==> src/dual_issue_defines.svh <==
`ifndef DUAL_ISSUE_DEFINES_SVH
`define DUAL_ISSUE_DEFINES_SVH

// operand and result width
`define DATA_W 32
// architectural registers
`define REG_COUNT 32
`define REG_ADDR_W 5

`endif

==> src/dual_issue_pkg.sv <==
`include "dual_issue_defines.svh"

package dual_issue_pkg;

typedef logic [`DATA_W-1:0] word_t;
typedef logic [`REG_ADDR_W-1:0] reg_addr_t;

// shifts use the low five bits of src2
typedef enum logic [3:0] {
    ALU_ADD   = 4'd0,
    ALU_SUB   = 4'd1,
    ALU_AND   = 4'd2,
    ALU_OR    = 4'd3,
    ALU_XOR   = 4'd4,
    ALU_NOR   = 4'd5,
    ALU_SLL   = 4'd6,
    ALU_SRL   = 4'd7,
    ALU_SRA   = 4'd8,
    ALU_SLT   = 4'd9,
    ALU_SLTU  = 4'd10,
    ALU_LU12I = 4'd11
} alu_op_t;

endpackage

==> src/regfile.sv <==
`include "dual_issue_defines.svh"

module regfile (
    input  logic                      clk,
    input  dual_issue_pkg::reg_addr_t i_raddr1,
    output dual_issue_pkg::word_t     o_rdata1,
    input  dual_issue_pkg::reg_addr_t i_raddr2,
    output dual_issue_pkg::word_t     o_rdata2,
    input  dual_issue_pkg::reg_addr_t i_raddr3,
    output dual_issue_pkg::word_t     o_rdata3,
    input  dual_issue_pkg::reg_addr_t i_raddr4,
    output dual_issue_pkg::word_t     o_rdata4,
    input  logic                      i_we1,
    input  dual_issue_pkg::reg_addr_t i_waddr1,
    input  dual_issue_pkg::word_t     i_wdata1,
    input  logic                      i_we2,
    input  dual_issue_pkg::reg_addr_t i_waddr2,
    input  dual_issue_pkg::word_t     i_wdata2
);

dual_issue_pkg::word_t regs [`REG_COUNT];

always_ff @(posedge clk) begin
    if (i_we1)
        regs[i_waddr1] <= i_wdata1;
    // port 2 carries the younger lane and lands last on a shared address
    if (i_we2)
        regs[i_waddr2] <= i_wdata2;
end

// register zero is hardwired
assign o_rdata1 = (i_raddr1 == '0) ? '0 : regs[i_raddr1];
assign o_rdata2 = (i_raddr2 == '0) ? '0 : regs[i_raddr2];
assign o_rdata3 = (i_raddr3 == '0) ? '0 : regs[i_raddr3];
assign o_rdata4 = (i_raddr4 == '0) ? '0 : regs[i_raddr4];

endmodule

==> config.mk <==
export PLATFORM = sky130hd
export DESIGN_NAME = regfile
export DESIGN_NICKNAME = d
export VERILOG_FILES = /design/src/dual_issue_pkg.sv /design/src/regfile.sv
export VERILOG_INCLUDE_DIRS = /design/src /design/src/src
export SDC_FILE = /design/constraint.sdc
export NUM_CORES = 2
export LEC_CHECK = 0
export ABC_AREA = 0
export ABC_CLOCK_PERIOD_IN_PS = 11100
export BUFFER_PORTS_ARGS = -buffer_cell sky130_fd_sc_hd__buf_2
export CAP_MARGIN = 20
export CORE_AREA = 4 4 476 478
export DETAILED_ROUTE_END_ITERATION = 16
export DIE_AREA = 0 0 480 482
export HOLD_SLACK_MARGIN = 0.1
export SYNTH_ARGS = -nofsm -noshare
export SYNTH_HDL_FRONTEND = slang
export SYNTH_SLANG_ARGS = --single-unit
==> constraint.sdc <==
create_clock -name clk -period 11.1 [get_ports clk]
set_input_delay 1.11 -clock clk [delete_from_list [all_inputs] [get_ports clk]]
set_output_delay 1.11 -clock clk [all_outputs]
set_load 0.01 [all_outputs]
Yosys cells after proc, flatten, opt, wreduce, memory -nomap -nowiden
Memory sizes are Yosys's and may differ from the RTL's.
Cells that the tools add are included.

cells by class
  mux-type cells = 8
  reductions and logical operators = 4

operator list
  operator           count
  32-bit 2-to-1 mux  4
  5-bit zero test    4
  1-bit 2-to-1 mux   4

word-level totals
  bits in registers = 0
  memory bits (writable) = 1024
  bits of input ports = 97
  logic and storage cells = 13
  memories kept = 1

memories
  name  words  width  rd ports  clocked after Yosys merged registers in  write ports  RTL line       source
  regs  32     32     4         0                                        2            regfile.sv:21  dual_issue_pkg::word_t regs [`REG_COUNT];

Logic depth before layout (Yosys ltp)
  depth after elaboration = 2
  gate-level depth with buffers = 7

Least setup slack after synthesis
Ideal clock, no wire load.

  kind = input port to flip-flop
  start point = input port i_waddr1[0]
  end point = memory regs[16][0] (netlist name) (enable)
  setup time = 466 ps
  arrival time = 4042 ps
  required time = 10634 ps
  path slack = 6592 ps
  cell stages on the path = 3
  buffers on the path = 1
  cell sequence = or3b_2 clkbuf_1 o21ai_0

RTL lines
  what         RTL line       source
  from (decl)  regfile.sv:14  input dual_issue_pkg::reg_addr_t i_waddr1,
  to (decl)    regfile.sv:21

Worst setup path after layout
  start point = input port i_raddr2[1]
  end point = output port o_rdata2[31]

on the way
  longest elaborated chain between the ends = 2
  elaborated cells between the ends (all ways) = 3
  classes of those cells = mux: 1; reduce/logical: 1; memory: 1

RTL lines
  what                                                   RTL line       source
  from (decl)                                            regfile.sv:7   input dual_issue_pkg::reg_addr_t i_raddr2,
  memory 32 x 32 bit or 5-bit zero test (tied branches)  --
  32-bit 2-to-1 mux (*)                                  regfile.sv:33  assign o_rdata2 = (i_raddr2 == '0) ? '0 : regs[i_raddr2];
  to (decl)                                              regfile.sv:8   output dual_issue_pkg::word_t o_rdata2,

Every way passes the cells marked *; elsewhere a longest branch is shown, timed or not.

==> flow_metrics.py <==
metrics = {
    "sta": {
        "fin_ws_ps": 4820,
        "finalCritPeriodShare": 0.566,
        "hold_viol_final": 0,
        "timing.final.crit_period_ps": 6280,
        "drv_slew": 0,
        "setup_viol_count_final": 0,
        "max_freq_mhz": 159,
        "setup_tns_ps": 0,
        "rsz0062_at_grt": "no",
        "tightest_slew_ps": 1280,
        "max_slew_margin": 0.149,
    },
    "clock_network": {
        "numCtsBuffers": 120,
        "cts_tree": "built",
        "root_buffer": "clkbuf_16",
        "cts-resized-gates": 0,
        "htreeDepth": 3,
        "postCtsHoldBufs": 0,
        "cts.clk_slew.worst_paths_ps": 60,
        "cts_buffer_depth": 3,
        "cts_setup_buffers": 0,
        "clock_sinks": 1024,
    },
    "critical_path": {
        "required_ps": 9990,
        "path_class": "in -> out",
        "endpoint_kind": "output port",
        "cp_max_fo": 55,
        "critPathArrivalTime_ps": 5170,
        "cp-start-kind": "input pin",
    },
    "run": {
        "maxCapViolations": 0,
    },
    "route": {
        "vias_per_cell": 7.31,
        "ant_nets": 0,
        "drc": 0,
        "dr.pass1.iters": 7,
        "drt_iter0_markers": 9992,
        "post_drt_wl_per_cell_um": 43.9,
        "vias": 58488,
        "wirelength_mm": 351,
    },
    "synth": {
        "synth_nets": 5192,
        "ys_types": 43,
        "ys_ff_latch": 1024,
        "synth-edff-count": 1024,
        "netlist_area_um2": 77500,
        "ys_seq_area_frac": 0.397,
        "synth_async_sr_flop_share": 0,
        "postSynthCellCount": 5095,
        "synth_ff_type": "edfxtp_1",
        "ys_warn_count": 0,
        "postSynthAreaPerCell_um2": 15.2,
    },
    "floorplan": {
        "dieArea_um2": 231000,
        "die_x_um": 480,
        "start_util": 0.349,
        "fp.coreArea_um2": 222000,
        "rows": 173,
        "dieHeight_um": 482,
        "io_pins": 225,
    },
    "worst_hold_path": {
        "min_from": "i_wdata1[6]",
        "hold_depth": 2,
        "min_to": "regs[12][6]$_DFFE_PP_",
        "hold_class": "in -> reg",
    },
    "outcome": {
        "status": "complete, no violations",
    },
    "pwr": {
        "p_leak_uw": 0.0268,
        "power_uw": 10700,
        "p_per_area_nw_per_um2": 127,
        "max-vdd-ir-drop_mv": 0.145,
    },
    "global_routing": {
        "grt.busiest_layer": "met2",
        "grt_pass1_vias": 56616,
        "antenna_found_initial": 57,
        "gr-usage-met3": 0.0994,
        "grt.total_usage": 0.295,
        "grt_util_met1": 0.377,
        "grt_max_degree": 128,
        "grt_pass1_wl_mm": 478,
        "grt.overflow.total": 0,
        "grt_use_met2": 0.432,
    },
    "layout": {
        "syn_to_final_growth_pct": 9.47,
        "layout-drive-gt1-share": 0.511,
        "final_cell_mix": "1,024 x edfxtp_1, 978 x mux2_2, 896 x mux4_2",
        "final_util": 0.382,
        "final_net_count": 5000,
        "largest_reg_flops": 1024,
        "reg_top3": "regs: 1024 flops",
        "mostFrequentLayoutCell": "edfxtp_1",
        "fin_area_um2": 84800,
        "nFillCells": 20599,
        "top_register": "regs",
    },
    "placement": {
        "gp_congestion": 0.903,
        "hpwl_mm": 197,
        "dp_slack_ps": 4970,
        "dpl_cell_area_um2": 80600,
        "portBuffers": 224,
    },
}
## cell usage after synthesis (all sizes together) (5+ instances only)
master	number	share of area
a211oi	128	0.012
a221oi	91	0.010
a22oi	128	0.012
a311oi	128	0.014
buf	383	0.034
clkbuf	317	0.015
edfxtp	1024	0.40
mux2	1152	0.17
mux2i	256	0.033
mux4	896	0.26
nand2	92	0.0045
nand3b	9	0.00087
nor2	30	0.0023
nor2b	136	0.011
o2111ai	37	0.0042
o21ai	235	0.015
o22ai	16	0.0013
or2	5	0.00040
## power by group
part	switching (uW)	internal (uW)
clock network	1800	2520
registers	80.4	4360
logic	1180	800
total	3060	7680
## worst max-delay path: stages
cell      delay [ps]
buf_8            460
buf_4            790
nor2_4           300
buf_4            360
a221oi_1         360
o21ai_0          190
a311oi_1        1050
buf_2            300
## area by class of cell
type | count | area, um^2 | share of cell area
Inverter | 4 | 25.0 | 0.000295
Tap cell | 2975 | 3720 | 0.0439
Clock buffer | 145 | 3140 | 0.0370
Sequential cell | 1024 | 30700 | 0.363
Multi-Input combinational cell | 3367 | 43600 | 0.514
Antenna cell | 23 | 57.6 | 0.000679
Clock inverter | 80 | 1010 | 0.0119
Timing Repair Buffer | 386 | 2520 | 0.0297
## cells by family after synthesis
kind of cell | share of synthesized area
AO/OA/AOI/OAI | 0.0702
buffers and inverters | 0.0497
flip-flops | 0.397
multiplexers | 0.461
AND/OR/NAND/NOR | 0.0221
## metrics by stage
step           instances  hold WS [ps]
2_1_floorplan       5095          1310
3_3_place_gp        7750          1810
3_5_place_dp        7754          1820
4_1_cts             7979           986
5_1_grt             7985          1090
6_report            8004          1050
## routing by layer
| metal | vias up | part of all wire | wire length, um |
|---|---|---|---|
| met2 | 5498 | 0.43 | 151000 |
| met4 | 56 | 0.071 | 24800 |
| met1 | 30435 | 0.35 | 123000 |
| met5 | - | 0.0019 | 651 |
| met3 | 1229 | 0.15 | 51300 |
| li1 | 21270 | - | - |
## worst max-delay path by stage
stage | startpoint | to | slack, ps | depth (start not counted)
after floorplan | i_waddr1[0] | regs[16][0]$_DFFE_PP_ | 6590 | 3
after global placement | i_raddr2[2] | o_rdata2[5] | 4880 | 8
after detailed placement | i_raddr2[1] | o_rdata2[31] | 4970 | 8
after CTS | i_raddr2[1] | o_rdata2[31] | 4950 | 8
after global routing | i_raddr2[1] | o_rdata2[31] | 4790 | 8
final | i_raddr2[1] | o_rdata2[31] | 4820 | 8
(Power assumes the default switching activity.)
