### src/dual_issue_defines.svh
`ifndef DUAL_ISSUE_DEFINES_SVH
`define DUAL_ISSUE_DEFINES_SVH

// operand and result width
`define DATA_W 32
// architectural registers
`define REG_COUNT 32
`define REG_ADDR_W 5

`endif

### src/dual_issue_pkg.sv
`include "dual_issue_defines.svh"

package dual_issue_pkg;

typedef logic [`DATA_W-1:0] word_t;
typedef logic [`REG_ADDR_W-1:0] reg_addr_t;

// shifts use the low five bits of src2
typedef enum logic [3:0] {
    ALU_ADD   = 4'd0,
    ALU_SUB   = 4'd1,
    ALU_AND   = 4'd2,
    ALU_OR    = 4'd3,
    ALU_XOR   = 4'd4,
    ALU_NOR   = 4'd5,
    ALU_SLL   = 4'd6,
    ALU_SRL   = 4'd7,
    ALU_SRA   = 4'd8,
    ALU_SLT   = 4'd9,
    ALU_SLTU  = 4'd10,
    ALU_LU12I = 4'd11
} alu_op_t;

endpackage

### src/operand_read.sv
module operand_read (
    input  logic                      clk,
    input  logic                      reset,
    input  logic                      i_a_valid,
    input  dual_issue_pkg::word_t     i_a_pc,
    input  dual_issue_pkg::alu_op_t   i_a_op,
    input  dual_issue_pkg::reg_addr_t i_a_src1,
    input  dual_issue_pkg::reg_addr_t i_a_src2,
    input  logic                      i_a_src2_is_imm,
    input  dual_issue_pkg::word_t     i_a_imm,
    input  dual_issue_pkg::reg_addr_t i_a_dest,
    input  logic                      i_b_valid,
    input  dual_issue_pkg::word_t     i_b_pc,
    input  dual_issue_pkg::alu_op_t   i_b_op,
    input  dual_issue_pkg::reg_addr_t i_b_src1,
    input  dual_issue_pkg::reg_addr_t i_b_src2,
    input  logic                      i_b_src2_is_imm,
    input  dual_issue_pkg::word_t     i_b_imm,
    input  dual_issue_pkg::reg_addr_t i_b_dest,
    output logic [1:0]                o_consume,
    output dual_issue_pkg::reg_addr_t o_raddr1,
    output dual_issue_pkg::reg_addr_t o_raddr2,
    output dual_issue_pkg::reg_addr_t o_raddr3,
    output dual_issue_pkg::reg_addr_t o_raddr4,
    input  dual_issue_pkg::word_t     i_rdata1,
    input  dual_issue_pkg::word_t     i_rdata2,
    input  dual_issue_pkg::word_t     i_rdata3,
    input  dual_issue_pkg::word_t     i_rdata4,
    input  logic                      i_ex_a_valid,
    input  dual_issue_pkg::reg_addr_t i_ex_a_dest,
    input  dual_issue_pkg::word_t     i_ex_a_result,
    input  logic                      i_ex_b_valid,
    input  dual_issue_pkg::reg_addr_t i_ex_b_dest,
    input  dual_issue_pkg::word_t     i_ex_b_result,
    input  logic                      i_wb_a_valid,
    input  dual_issue_pkg::reg_addr_t i_wb_a_dest,
    input  dual_issue_pkg::word_t     i_wb_a_data,
    input  logic                      i_wb_b_valid,
    input  dual_issue_pkg::reg_addr_t i_wb_b_dest,
    input  dual_issue_pkg::word_t     i_wb_b_data,
    output logic                      o_ro_a_valid,
    output dual_issue_pkg::word_t     o_ro_a_pc,
    output dual_issue_pkg::alu_op_t   o_ro_a_op,
    output dual_issue_pkg::word_t     o_ro_a_src1,
    output dual_issue_pkg::word_t     o_ro_a_src2,
    output dual_issue_pkg::reg_addr_t o_ro_a_dest,
    output logic                      o_ro_b_valid,
    output dual_issue_pkg::word_t     o_ro_b_pc,
    output dual_issue_pkg::alu_op_t   o_ro_b_op,
    output dual_issue_pkg::word_t     o_ro_b_src1,
    output dual_issue_pkg::word_t     o_ro_b_src2,
    output dual_issue_pkg::reg_addr_t o_ro_b_dest
);

logic                      b_reads_a;
logic                      id_a_valid, id_b_valid;
dual_issue_pkg::word_t     id_a_pc, id_b_pc;
dual_issue_pkg::alu_op_t   id_a_op, id_b_op;
dual_issue_pkg::reg_addr_t id_a_src1, id_b_src1;
dual_issue_pkg::reg_addr_t id_a_src2, id_b_src2;
logic                      id_a_src2_is_imm, id_b_src2_is_imm;
dual_issue_pkg::word_t     id_a_imm, id_b_imm;
dual_issue_pkg::reg_addr_t id_a_dest, id_b_dest;
dual_issue_pkg::word_t     a_src1, a_src2, b_src1, b_src2;

// lane b cannot read what lane a of the same pair is about to write
assign b_reads_a = (i_a_dest != '0) &&
    (i_b_src1 == i_a_dest || (!i_b_src2_is_imm && i_b_src2 == i_a_dest));

always_comb begin
    if (!i_a_valid)
        o_consume = 2'd0;
    else if (!i_b_valid || b_reads_a)
        o_consume = 2'd1;
    else
        o_consume = 2'd2;
end

always_ff @(posedge clk) begin
    if (reset) begin
        id_a_valid <= 1'b0;
        id_b_valid <= 1'b0;
    end else begin
        id_a_valid <= o_consume != 2'd0;
        id_b_valid <= o_consume == 2'd2;
    end
end

always_ff @(posedge clk) begin
    id_a_pc          <= i_a_pc;
    id_a_op          <= i_a_op;
    id_a_src1        <= i_a_src1;
    id_a_src2        <= i_a_src2;
    id_a_src2_is_imm <= i_a_src2_is_imm;
    id_a_imm         <= i_a_imm;
    id_a_dest        <= i_a_dest;
    id_b_pc          <= i_b_pc;
    id_b_op          <= i_b_op;
    id_b_src1        <= i_b_src1;
    id_b_src2        <= i_b_src2;
    id_b_src2_is_imm <= i_b_src2_is_imm;
    id_b_imm         <= i_b_imm;
    id_b_dest        <= i_b_dest;
end

assign o_raddr1 = id_a_src1;
assign o_raddr2 = id_a_src2;
assign o_raddr3 = id_b_src1;
assign o_raddr4 = id_b_src2;

// youngest producer wins and the register file covers anything older
function automatic dual_issue_pkg::word_t forward(
    input dual_issue_pkg::reg_addr_t addr,
    input dual_issue_pkg::word_t     rf_data
);
    if (addr == '0)
        return '0;
    if (i_ex_b_valid && i_ex_b_dest == addr)
        return i_ex_b_result;
    if (i_ex_a_valid && i_ex_a_dest == addr)
        return i_ex_a_result;
    if (i_wb_b_valid && i_wb_b_dest == addr)
        return i_wb_b_data;
    if (i_wb_a_valid && i_wb_a_dest == addr)
        return i_wb_a_data;
    return rf_data;
endfunction

always_comb begin
    a_src1 = forward(id_a_src1, i_rdata1);
    a_src2 = id_a_src2_is_imm ? id_a_imm : forward(id_a_src2, i_rdata2);
    b_src1 = forward(id_b_src1, i_rdata3);
    b_src2 = id_b_src2_is_imm ? id_b_imm : forward(id_b_src2, i_rdata4);
end

always_ff @(posedge clk) begin
    if (reset) begin
        o_ro_a_valid <= 1'b0;
        o_ro_b_valid <= 1'b0;
    end else begin
        o_ro_a_valid <= id_a_valid;
        o_ro_b_valid <= id_b_valid;
    end
end

always_ff @(posedge clk) begin
    o_ro_a_pc   <= id_a_pc;
    o_ro_a_op   <= id_a_op;
    o_ro_a_src1 <= a_src1;
    o_ro_a_src2 <= a_src2;
    o_ro_a_dest <= id_a_dest;
    o_ro_b_pc   <= id_b_pc;
    o_ro_b_op   <= id_b_op;
    o_ro_b_src1 <= b_src1;
    o_ro_b_src2 <= b_src2;
    o_ro_b_dest <= id_b_dest;
end

a_consume_bound: assert property (@(posedge clk) disable iff (reset)
    o_consume <= {1'b0, i_a_valid} + {1'b0, i_b_valid})
    else $error("consume %0d exceeds valid inputs", o_consume);

a_b_needs_a: assert property (@(posedge clk) disable iff (reset)
    i_b_valid |-> i_a_valid)
    else $error("lane b presented without lane a");

endmodule

### config.mk
export PLATFORM = sky130hd
export DESIGN_NAME = operand_read
export DESIGN_NICKNAME = d
export VERILOG_FILES = /design/src/dual_issue_pkg.sv /design/src/operand_read.sv
export VERILOG_INCLUDE_DIRS = /design/src /design/src/src
export SDC_FILE = /design/constraint.sdc
export NUM_CORES = 1
export LEC_CHECK = 0
export ABC_AREA = 1
export BUFFER_PORTS_ARGS = -buffer_cell sky130_fd_sc_hd__buf_4
export CAP_MARGIN = 20
export CORE_AREA = 5 5 263 265
export DETAILED_ROUTE_END_ITERATION = 10
export DIE_AREA = 0 0 268 270
export PLACE_DENSITY = 0.57
export SYNTH_ARGS = -nofsm -noshare
export SYNTH_HDL_FRONTEND = slang
export SYNTH_SLANG_ARGS = --single-unit
### constraint.sdc
create_clock -name clk -period 2 [get_ports clk]
set_input_delay 0.4 -clock clk [delete_from_list [all_inputs] [get_ports clk]]
set_output_delay 0.4 -clock clk [all_outputs]
set_load 0.01 [all_outputs]
* Yosys cells after proc, flatten, opt, wreduce, memory -nomap -nowiden *
Index checks and enable logic that the tools add are counted.
Widths: inputs -> output; s select.

word-level totals
  flip-flop bits (word level) = 382
  bits of input ports = 452
  output and inout bits = 234
  logic and storage cells = 179

operators by class
  equal/unequal tests = 19
  mux-type cells = 104
  reduce and logical (&&, ||, !) cells = 28

operators by type and width
  cell                count
  $mux 32             42
  $eq 5x5->1          18
  $mux 1              60
  $logic_not 5->1     4
  $logic_and 1x1->1   18
  $reduce_bool 5->1   1
  $mux 2              2
  $eq 2x2->1 const B  1
  $logic_not 1->1     2
  $logic_or 1x1->1    2
  $reduce_bool 2->1   1

* Depth between registers and ports, before layout *
Gate-level depths: netlist of the first run.

  word-level depth = 19
  depth in mapped cells = 14
  mapped depth without buffers = 12

* Worst setup path after synthesis of the first run *
Ideal clock, no wire load.

  path kind = reg2reg
  start point = register id_a_src2[4], in the netlist o_raddr2[4]
  end point = register o_ro_a_src2[1]
  setup time = 0.112 ns
  arrival time = 1.416 ns
  data required time = 1.888 ns
  setup slack = 0.472 ns
  cell stages (with the launch flop) = 14
  buffers on the path = 2
  clock period less this slack = 1.528 ns
  cell sequence = dfxtp_1 > buf_2 > nand2_1 > nand2_1 > nand2_1 > nor2_2 > nand2_2 > buf_2 > nand2_1 > nand3_1 > nand2_1 > nand2_1 > nand2_1 > nand2_1

between the ends
  word-level cells in the longest chain between the ends = 13
  elaborated cells between the ends (all ways) = 34
  classes of those cells = 4 x eq/ne; 25 x mux; 5 x reduce/logical

ends and longest elaborated chain
  item                      line                 RTL
  start: declaration        operand_read.sv:60   dual_issue_pkg::reg_addr_t id_a_src2, id_b_src2;
  start signal: assignment  operand_read.sv:93   id_a_src2 <= i_a_src2;
  $eq 5x5->1                operand_read.sv:124  if (i_wb_a_valid && i_wb_a_dest == addr)
  $logic_and 1x1->1         operand_read.sv:124
  $mux 1 (2 in series)      operand_read.sv:124
  $mux 1                    operand_read.sv:122  if (i_wb_b_valid && i_wb_b_dest == addr)
  $mux 1                    operand_read.sv:120  if (i_ex_a_valid && i_ex_a_dest == addr)
  $mux 1                    operand_read.sv:118  if (i_ex_b_valid && i_ex_b_dest == addr)
  $mux 32                   operand_read.sv:126  return rf_data;
  $mux 32                   operand_read.sv:124
  $mux 32                   operand_read.sv:122
  $mux 32                   operand_read.sv:120
  $mux 32 (*)               operand_read.sv:118
  $mux 32 (*)               operand_read.sv:131  a_src2 = id_a_src2_is_imm ? id_a_imm : forward(id_a_src2, i_rdata2);
  net a_src2[1]             operand_read.sv:64   dual_issue_pkg::word_t a_src1, a_src2, b_src1, b_src2;
  end signal: assignment    operand_read.sv:150  o_ro_a_src2 <= a_src2;
  end: declaration          operand_read.sv:45   output dual_issue_pkg::word_t o_ro_a_src2,

The timed path passes the listed nets; every way through them passes the cells marked *. The select of a mux whose other input is x is not followed.
A chain may end at the register's enable or synchronous reset.

* Final worst setup path of the first run *
  start point = register id_b_src1[2], in the netlist o_raddr3[2]
  end point = register o_ro_b_src1[5]

between the ends
  word-level cells in the longest chain between the ends = 12
  elaborated cells between the ends (all ways) = 33
  classes of those cells = 4 x eq/ne; 24 x mux; 5 x reduce/logical

ends and longest elaborated chain
  item                      line                 RTL
  start: declaration        operand_read.sv:59   dual_issue_pkg::reg_addr_t id_a_src1, id_b_src1;
  start signal: assignment  operand_read.sv:99   id_b_src1 <= i_b_src1;
  $eq 5x5->1                operand_read.sv:124
  $logic_and 1x1->1         operand_read.sv:124
  $mux 1 (2 in series)      operand_read.sv:124
  $mux 1                    operand_read.sv:122
  $mux 1                    operand_read.sv:120
  $mux 1                    operand_read.sv:118
  $mux 32                   operand_read.sv:126
  $mux 32                   operand_read.sv:124
  $mux 32                   operand_read.sv:122
  $mux 32                   operand_read.sv:120
  $mux 32 (*)               operand_read.sv:118
  end signal: assignment    operand_read.sv:154  o_ro_b_src1 <= b_src1;
  end: declaration          operand_read.sv:50   output dual_issue_pkg::word_t o_ro_b_src1,

Mark *: on every way between the ends. The rest lies on a longest branch, timed or not. The select of a mux whose other input is x is not followed.

==> flow_summary.ini, run 1 <==
[cts]
clkTransAtPathRegs_ns = 0.06
cts_tree = built
cts-root-buf = clkbuf_16
insertion_delay_ns = 0.60
clkSinkCount = 382
cts_buffers = 46
clock_path_buffers = 3
cts_htree_levels = 2

[die]
die_area_mm2 = 0.0724
die_y_um = 270
fp.dieW_um = 268
rows = 95
pin_count = 686
core_mm2 = 0.0666
start_util_pct = 25.3

[synth]
yosys.area.top_type_share_pct = 45.3
synth_largest_area_cell = dfxtp_1
ys_seq_area_share_pct = 45.3
synth_commonest_cells = nand2_1 (562), dfxtp_1 (382), nor2_1 (285)
syn_nets = 2732
synth_flop_cell = dfxtp_1
avgSynthCellArea_um2 = 7.40
syn-instance-count = 2280
yosysUniqueCellTypes = 28
synth-edff-count = 0
synth.ff_latch_count = 382
post-synth-top-count-cell = nand2_1
netlist_area_mm2 = 0.0169
synth_area_leaders = dfxtp_1 (45%), nand2_1 (13%), nor2_1 (6.3%)
synthArstFlopShare_pct = 0
synth_warnings = 0

[sta]
finalSetupViolCount = 0
fin_skew_ns = 0.0313
hold_violations = 0
period_share_pct = 95.4
worst_pin_slew_ns = 0.649
maxSlewViolCount = 0
rsz0062_at_grt = false
setup_slack_ns = 0.0913
fin_crit_ns = 1.91
slew_headroom_pct = 56.7
fmax_ghz = 0.524

[critical_path]
cp_num_buf_inv = 3
critical_path.max_fanout = 11
r2r_start = o_raddr3[2]
cp_top_family = buffers and inverters
worstRegToRegCells = 8
r2r_slack_ns = 0.09
cp.required_ns = 2.49
crit_start = o_raddr3[2]
cp.depth = 8
critical-path-max-stage-delay_ns = 0.44
worstPathArrival_ns = 2.40
cpMaxStageDelayCell = dfxtp_1
critical_path_class = flop to flop
worst_setup_path_start_kind = flop
reg2reg_to = o_ro_b_src1[5]
crit_end = o_ro_b_src1[5]
path_cells = buf_4, o22ai_1, nor2_1, nand3b_1, inv_2, buf_4, nor2_1, a21oi_1
cp-end-kind = flop

[routing]
avgViaCountPerCell = 4.87
drc = 0
vias = 19900
wl_per_cell_um = 23.7
antenna_left = 0
drtIter0Drc = 1978
first_pass_iters = 9
totalWireLength_um = 96400

[global_routing]
grt_max_degree = 39
busiest_layer = met2
antenna_found_initial = 12
grtUsageMet2_pct = 42.0
grt_overflow_total = 0
grt_pass1_vias = 20000
gr-usage-all-layers_pct = 25.2
grt_util_met3_pct = 6.24
grt_pass1_wl_um = 136000
use_met1_pct = 31.9

[pwr]
p_switching_mw = 6.22
leakagePower_nw = 13.5
switching_share_pct = 29.3
pwr-share-comb_pct = 20.0
ir_drop_uv = 658
pwr-share-seq_pct = 39.6
powerDensity_mw_per_mm2 = 780
p_int_mw = 15.0
clock_power_share_pct = 40.5

[finish]
multi_input_area_mm2 = 0.00806
final_nets = 3612
finalNonFillerCells = 4073
drive_gt1_share_pct = 34.0
fillCellCount = 6810
regArea_mm2 = 0.00766
syn_to_final_growth_pct = 61.3

[placement]
gp_congestion = 0.897
place_inst = 3812
place_ws_ns = -0.232
io_buffers = 685
dp_hpwl_um = 73200

[run]
cap_violations = 0

[worst_hold_path]
hold_path.class = input port to flop
holdPathStages = 3

[outcome]
status = finished, final reports clean
worst min path at each step:
stage,slack (ns),endpoint,from
final,0.08,id_b_valid,i_b_valid
after global routing,0.07,id_b_valid,i_b_valid
after CTS,0.05,id_b_valid,i_b_valid
after detailed placement,0.31,o_ro_a_op[2],id_a_op[2]
after global placement,0.31,o_ro_a_pc[31],id_a_pc[31]
after floorplan,0.31,o_ro_a_dest[0],id_a_dest[0]
worst reg2reg max path: stages (launching register included):
cell	delay (ns)
dfxtp_1	0.44
buf_4	0.19
o22ai_1	0.08
nor2_1	0.09
nand3b_1	0.19
inv_2	0.22
buf_4	0.25
nor2_1	0.08
a21oi_1	0.28
through the flow:
step | util, % | area [um^2] | power, mW | hold WS (ns) | setup TNS, ns
after global routing | 40.9 | 27200 | 22.1 | 0.0664 | 0
final | 40.9 | 27200 | 21.2 | 0.0815 | 0
after detailed placement | 35.9 | 23900 | 12.5 | 0.312 | -1.12
after CTS | 40.8 | 27200 | 21.4 | 0.0473 | 0
after floorplan | - | 16900 | 9.99 | 0.310 | 0
after global placement | 35.9 | 23900 | 12.5 | 0.310 | -0.952
power groups by stage:
| stage | registers [mW] | clock network, mW | logic (mW) |
|---|---|---|---|
| after floorplan | 8.68 | 0 | 1.31 |
| after global placement | 8.55 | 0 | 3.92 |
| after detailed placement | 8.55 | 0 | 3.93 |
| after CTS | 8.39 | 8.76 | 4.22 |
| after global routing | 8.44 | 9.10 | 4.51 |
| final | 8.40 | 8.59 | 4.24 |
cell type report:
cell class	count	area share, %
sequential	382	28.2
inverter	146	2.01
antenna	7	0.0644
clock buffer	58	4.69
clock inverter	23	1.03
multi-input combinational	1602	29.6
tap	873	4.01
timing repair buffer	982	30.4
flip-flops by register name, indices dropped and copies added, names as in the netlist, 32 cells and up:
name,flops
o_ro_a_src2,32
id_b_imm,32
o_ro_a_src1,32
id_a_pc,32
id_a_imm,32
o_ro_a_pc,32
o_ro_b_src2,32
o_ro_b_src1,32
o_ro_b_pc,32
id_b_pc,32
cell families after synthesis:
family / after synthesis / share of synthesized area (%)
buf+inv: 296 / 7.74
compound gates: 297 / 9.60
flops: 382 / 45.3
xor+xnor: 20 / 1.04
simple gates: 1285 / 36.3
what timing repair did:
action | 4_1_cts | 5_1_grt
setup endpoints to repair | 18 | 50
endpoints found under the hold margin | 171 | 0
buffers inserted | 2 | 2
pin swaps | 2 | 1
gates resized for setup | 1 | 11
hold buffers | 169 | 0
metal layers:
layer  vias up  wire length [um]
met1      9208             38700
met5         -                75
met4        10              3710
met3       228              8640
met2      1147             45400
li1       9261                 -
placed cells by master (no fill, tap or decap), drive strengths merged, types with 7 or more instances in the layout:
cell and count:
a21oi 206, buf 813, clkbuf 58, clkinv 11, dfxtp 382, diode 7, dlygate4sd3 169, inv 153
nand2 564, nand3 270, nand4 137, nor2 303, nor3 7, o21ai 82, o22ai 7, xnor2 11
xor2 9
Power figures use the tool's default switching activity.
==> inputs of run 2 (changes only) <==
--- a/config.mk
+++ b/config.mk
@@ -12,6 +12,7 @@
 export CORE_AREA = 5 5 263 265
 export DETAILED_ROUTE_END_ITERATION = 10
 export DIE_AREA = 0 0 268 270
+export GPL_TIMING_DRIVEN = 0
 export PLACE_DENSITY = 0.57
 export SYNTH_ARGS = -nofsm -noshare
 export SYNTH_HDL_FRONTEND = slang
==> run 2 against run 1 <==
Register-to-register slack worse by 0.08 ns; cell count up 1.6%; sequential cell count unchanged; largest cell class unchanged; sequential share of layout area down 0.065 points; critical path type unchanged; non-clock buffer count up 75; worst setup slack worse by 0.081 ns; global-route usage about the same; combinational power up 2%; via count down 0.61%; routed wire length up 0.53%; highest routed layer unchanged.
==> flow_summary.ini, run 2 (synthesized netlist as in run 1, its figures left out) <==
[outcome]
status = finished, final reports clean

[die]
die_area_mm2 = 0.0724
die_y_um = 270
start_util_pct = 25.3
pin_count = 686
core_mm2 = 0.0666
rows = 95
fp.dieW_um = 268

[cts]
clkTransAtPathRegs_ns = 0.06
clkSinkCount = 382
clock_path_buffers = 3
insertion_delay_ns = 0.58
cts_tree = built
cts_htree_levels = 2
cts-root-buf = clkbuf_16
cts_buffers = 42

[critical_path]
worst_setup_path_start_kind = flop
critical_path_class = flop to flop
critical_path.max_fanout = 10
worstRegToRegCells = 11
cp.required_ns = 2.46
worstPathArrival_ns = 2.45
cp-end-kind = flop
cp_common_cell = nand2_1
critical-path-max-stage-delay_ns = 0.30
cpMaxStageDelayCell = dfxtp_1
path_cells = clkbuf_4, o21ai_0, nor2_2, nand3_4, buf_12, clkbuf_2, nand3_1, nand2_1, nand2_1, nand2_1, nand2_1

[sta]
fin_crit_ns = 1.99
hold_violations = 0
fin_skew_ns = 0.0320
slew_headroom_pct = 37.4
hold_ws_ns = 0.0965
setup_tns_ns = 0
fmax_ghz = 0.503
maxSlewViolCount = 0
setup_slack_ns = 0.0105
worst_pin_slew_ns = 0.939
period_share_pct = 99.5
finalSetupViolCount = 0

[pwr]
pwr-share-seq_pct = 40.9
leakagePower_nw = 13.7
switching_share_pct = 28.8
p_int_mw = 14.6
powerDensity_mw_per_mm2 = 749
p_switching_mw = 5.90
clock_power_share_pct = 38.0
pwr-share-comb_pct = 21.1
ir_drop_uv = 752

[placement]
place_inst = 3838
gp_congestion = 0.959
place_ws_ns = -1.05
dp_hpwl_um = 74700
io_buffers = 685

[routing]
antenna_left = 0
vias = 19700
drc = 0
drtIter0Drc = 2043
totalWireLength_um = 96900
first_pass_iters = 6
avgViaCountPerCell = 4.77
wl_per_cell_um = 23.4

[global_routing]
grt_pass1_vias = 19500
use_met1_pct = 31.0
grt_util_met3_pct = 6.96
gr-usage-all-layers_pct = 25.2
antenna_found_initial = 13
grtUsageMet2_pct = 43.1
grt_overflow_total = 0
grt_pass1_wl_um = 135000
grt_max_degree = 14
busiest_layer = met2

[finish]
final_nets = 3684
syn_to_final_growth_pct = 62.2
final_common_cell = buf_4
regArea_mm2 = 0.00768
fillCellCount = 6781
finalNonFillerCells = 4140
mostFrequentLayoutCells = buf_4 (728), nand2_1 (558), dfxtp_1 (364), nor2_1 (281), a21oi_1 (172)
drive_gt1_share_pct = 35.2
multi_input_area_mm2 = 0.00815

[worst_hold_path]
hold_path.class = input port to flop
holdPathStages = 3

[run]
cap_violations = 0
[run 2: cell count changes in the layout (fill, tap and decap cells not counted), sizes merged]
cell	change
clkbuf	+46
buf	+25
clkinv	-4
inv	-3
clkinvlp	+2
nand3	+1
[run 2: power by group through the flow]
stage          combinational [mW]  sequential [mW]  clock, mW
6_report                     4.32             8.37       7.78
2_1_floorplan                1.31             8.68          0
5_1_grt                      4.60             8.42       8.29
4_1_cts                      4.20             8.37       7.96
3_5_place_dp                 3.77             8.52          0
3_3_place_gp                 3.77             8.51          0
[run 2: routing by layer]
| layer | wire (um) | up-vias |
|---|---|---|
| li1 | - | 9407 |
| met1 | 38100 | 9163 |
| met2 | 47200 | 1026 |
| met3 | 9030 | 131 |
| met4 | 2510 | 6 |
| met5 | 47 | - |
[run 2: area by class of cell]
type	count	area share, %
multi-input combinational	1603	29.8
sequential	382	28.1
timing repair buffer	913	27.7
clock buffer	54	4.26
tap	873	3.99
buffer	144	3.28
inverter	146	2.00
clock inverter	18	0.773
antenna	7	0.0641
[run 2: final timing paths]
check	from	endpoint	slack, ns
worst min register to register	id_a_pc[30]	o_ro_a_pc[30]	0.32
worst min-delay path	i_b_valid	id_b_valid	0.1
worst max-delay path	o_raddr4[2]	o_ro_b_src2[29]	0.01
worst max register to register	o_raddr4[2]	o_ro_b_src2[29]	0.01
[run 2: timing repair]
item,in CTS,in global routing
endpoints found under the hold margin,171,0
cloned,1,2
hold buffers,169,0
gates resized for setup,78,76
setup buffers,40,17
setup endpoints to repair,128,122
pin swaps,20,11
[run 2: worst max-delay path: cells and delay by family, from the launching register on]
family | cells | cell delay [ns]
flops | 1 | 0.30
simple gates | 7 | 0.71
compound gates | 1 | 0.28
buf+inv | 3 | 0.58
[run 2: stage by stage]
| stage | util [%] | total power [mW] | instance area [um^2] |
|---|---|---|---|
| after floorplan | - | 9.99 | 16900 |
| after global placement | 34.7 | 12.3 | 23100 |
| after detailed placement | 34.7 | 12.3 | 23100 |
| after CTS | 40.4 | 20.5 | 26900 |
| after global routing | 41.1 | 21.3 | 27300 |
| final | 41.1 | 20.5 | 27300 |
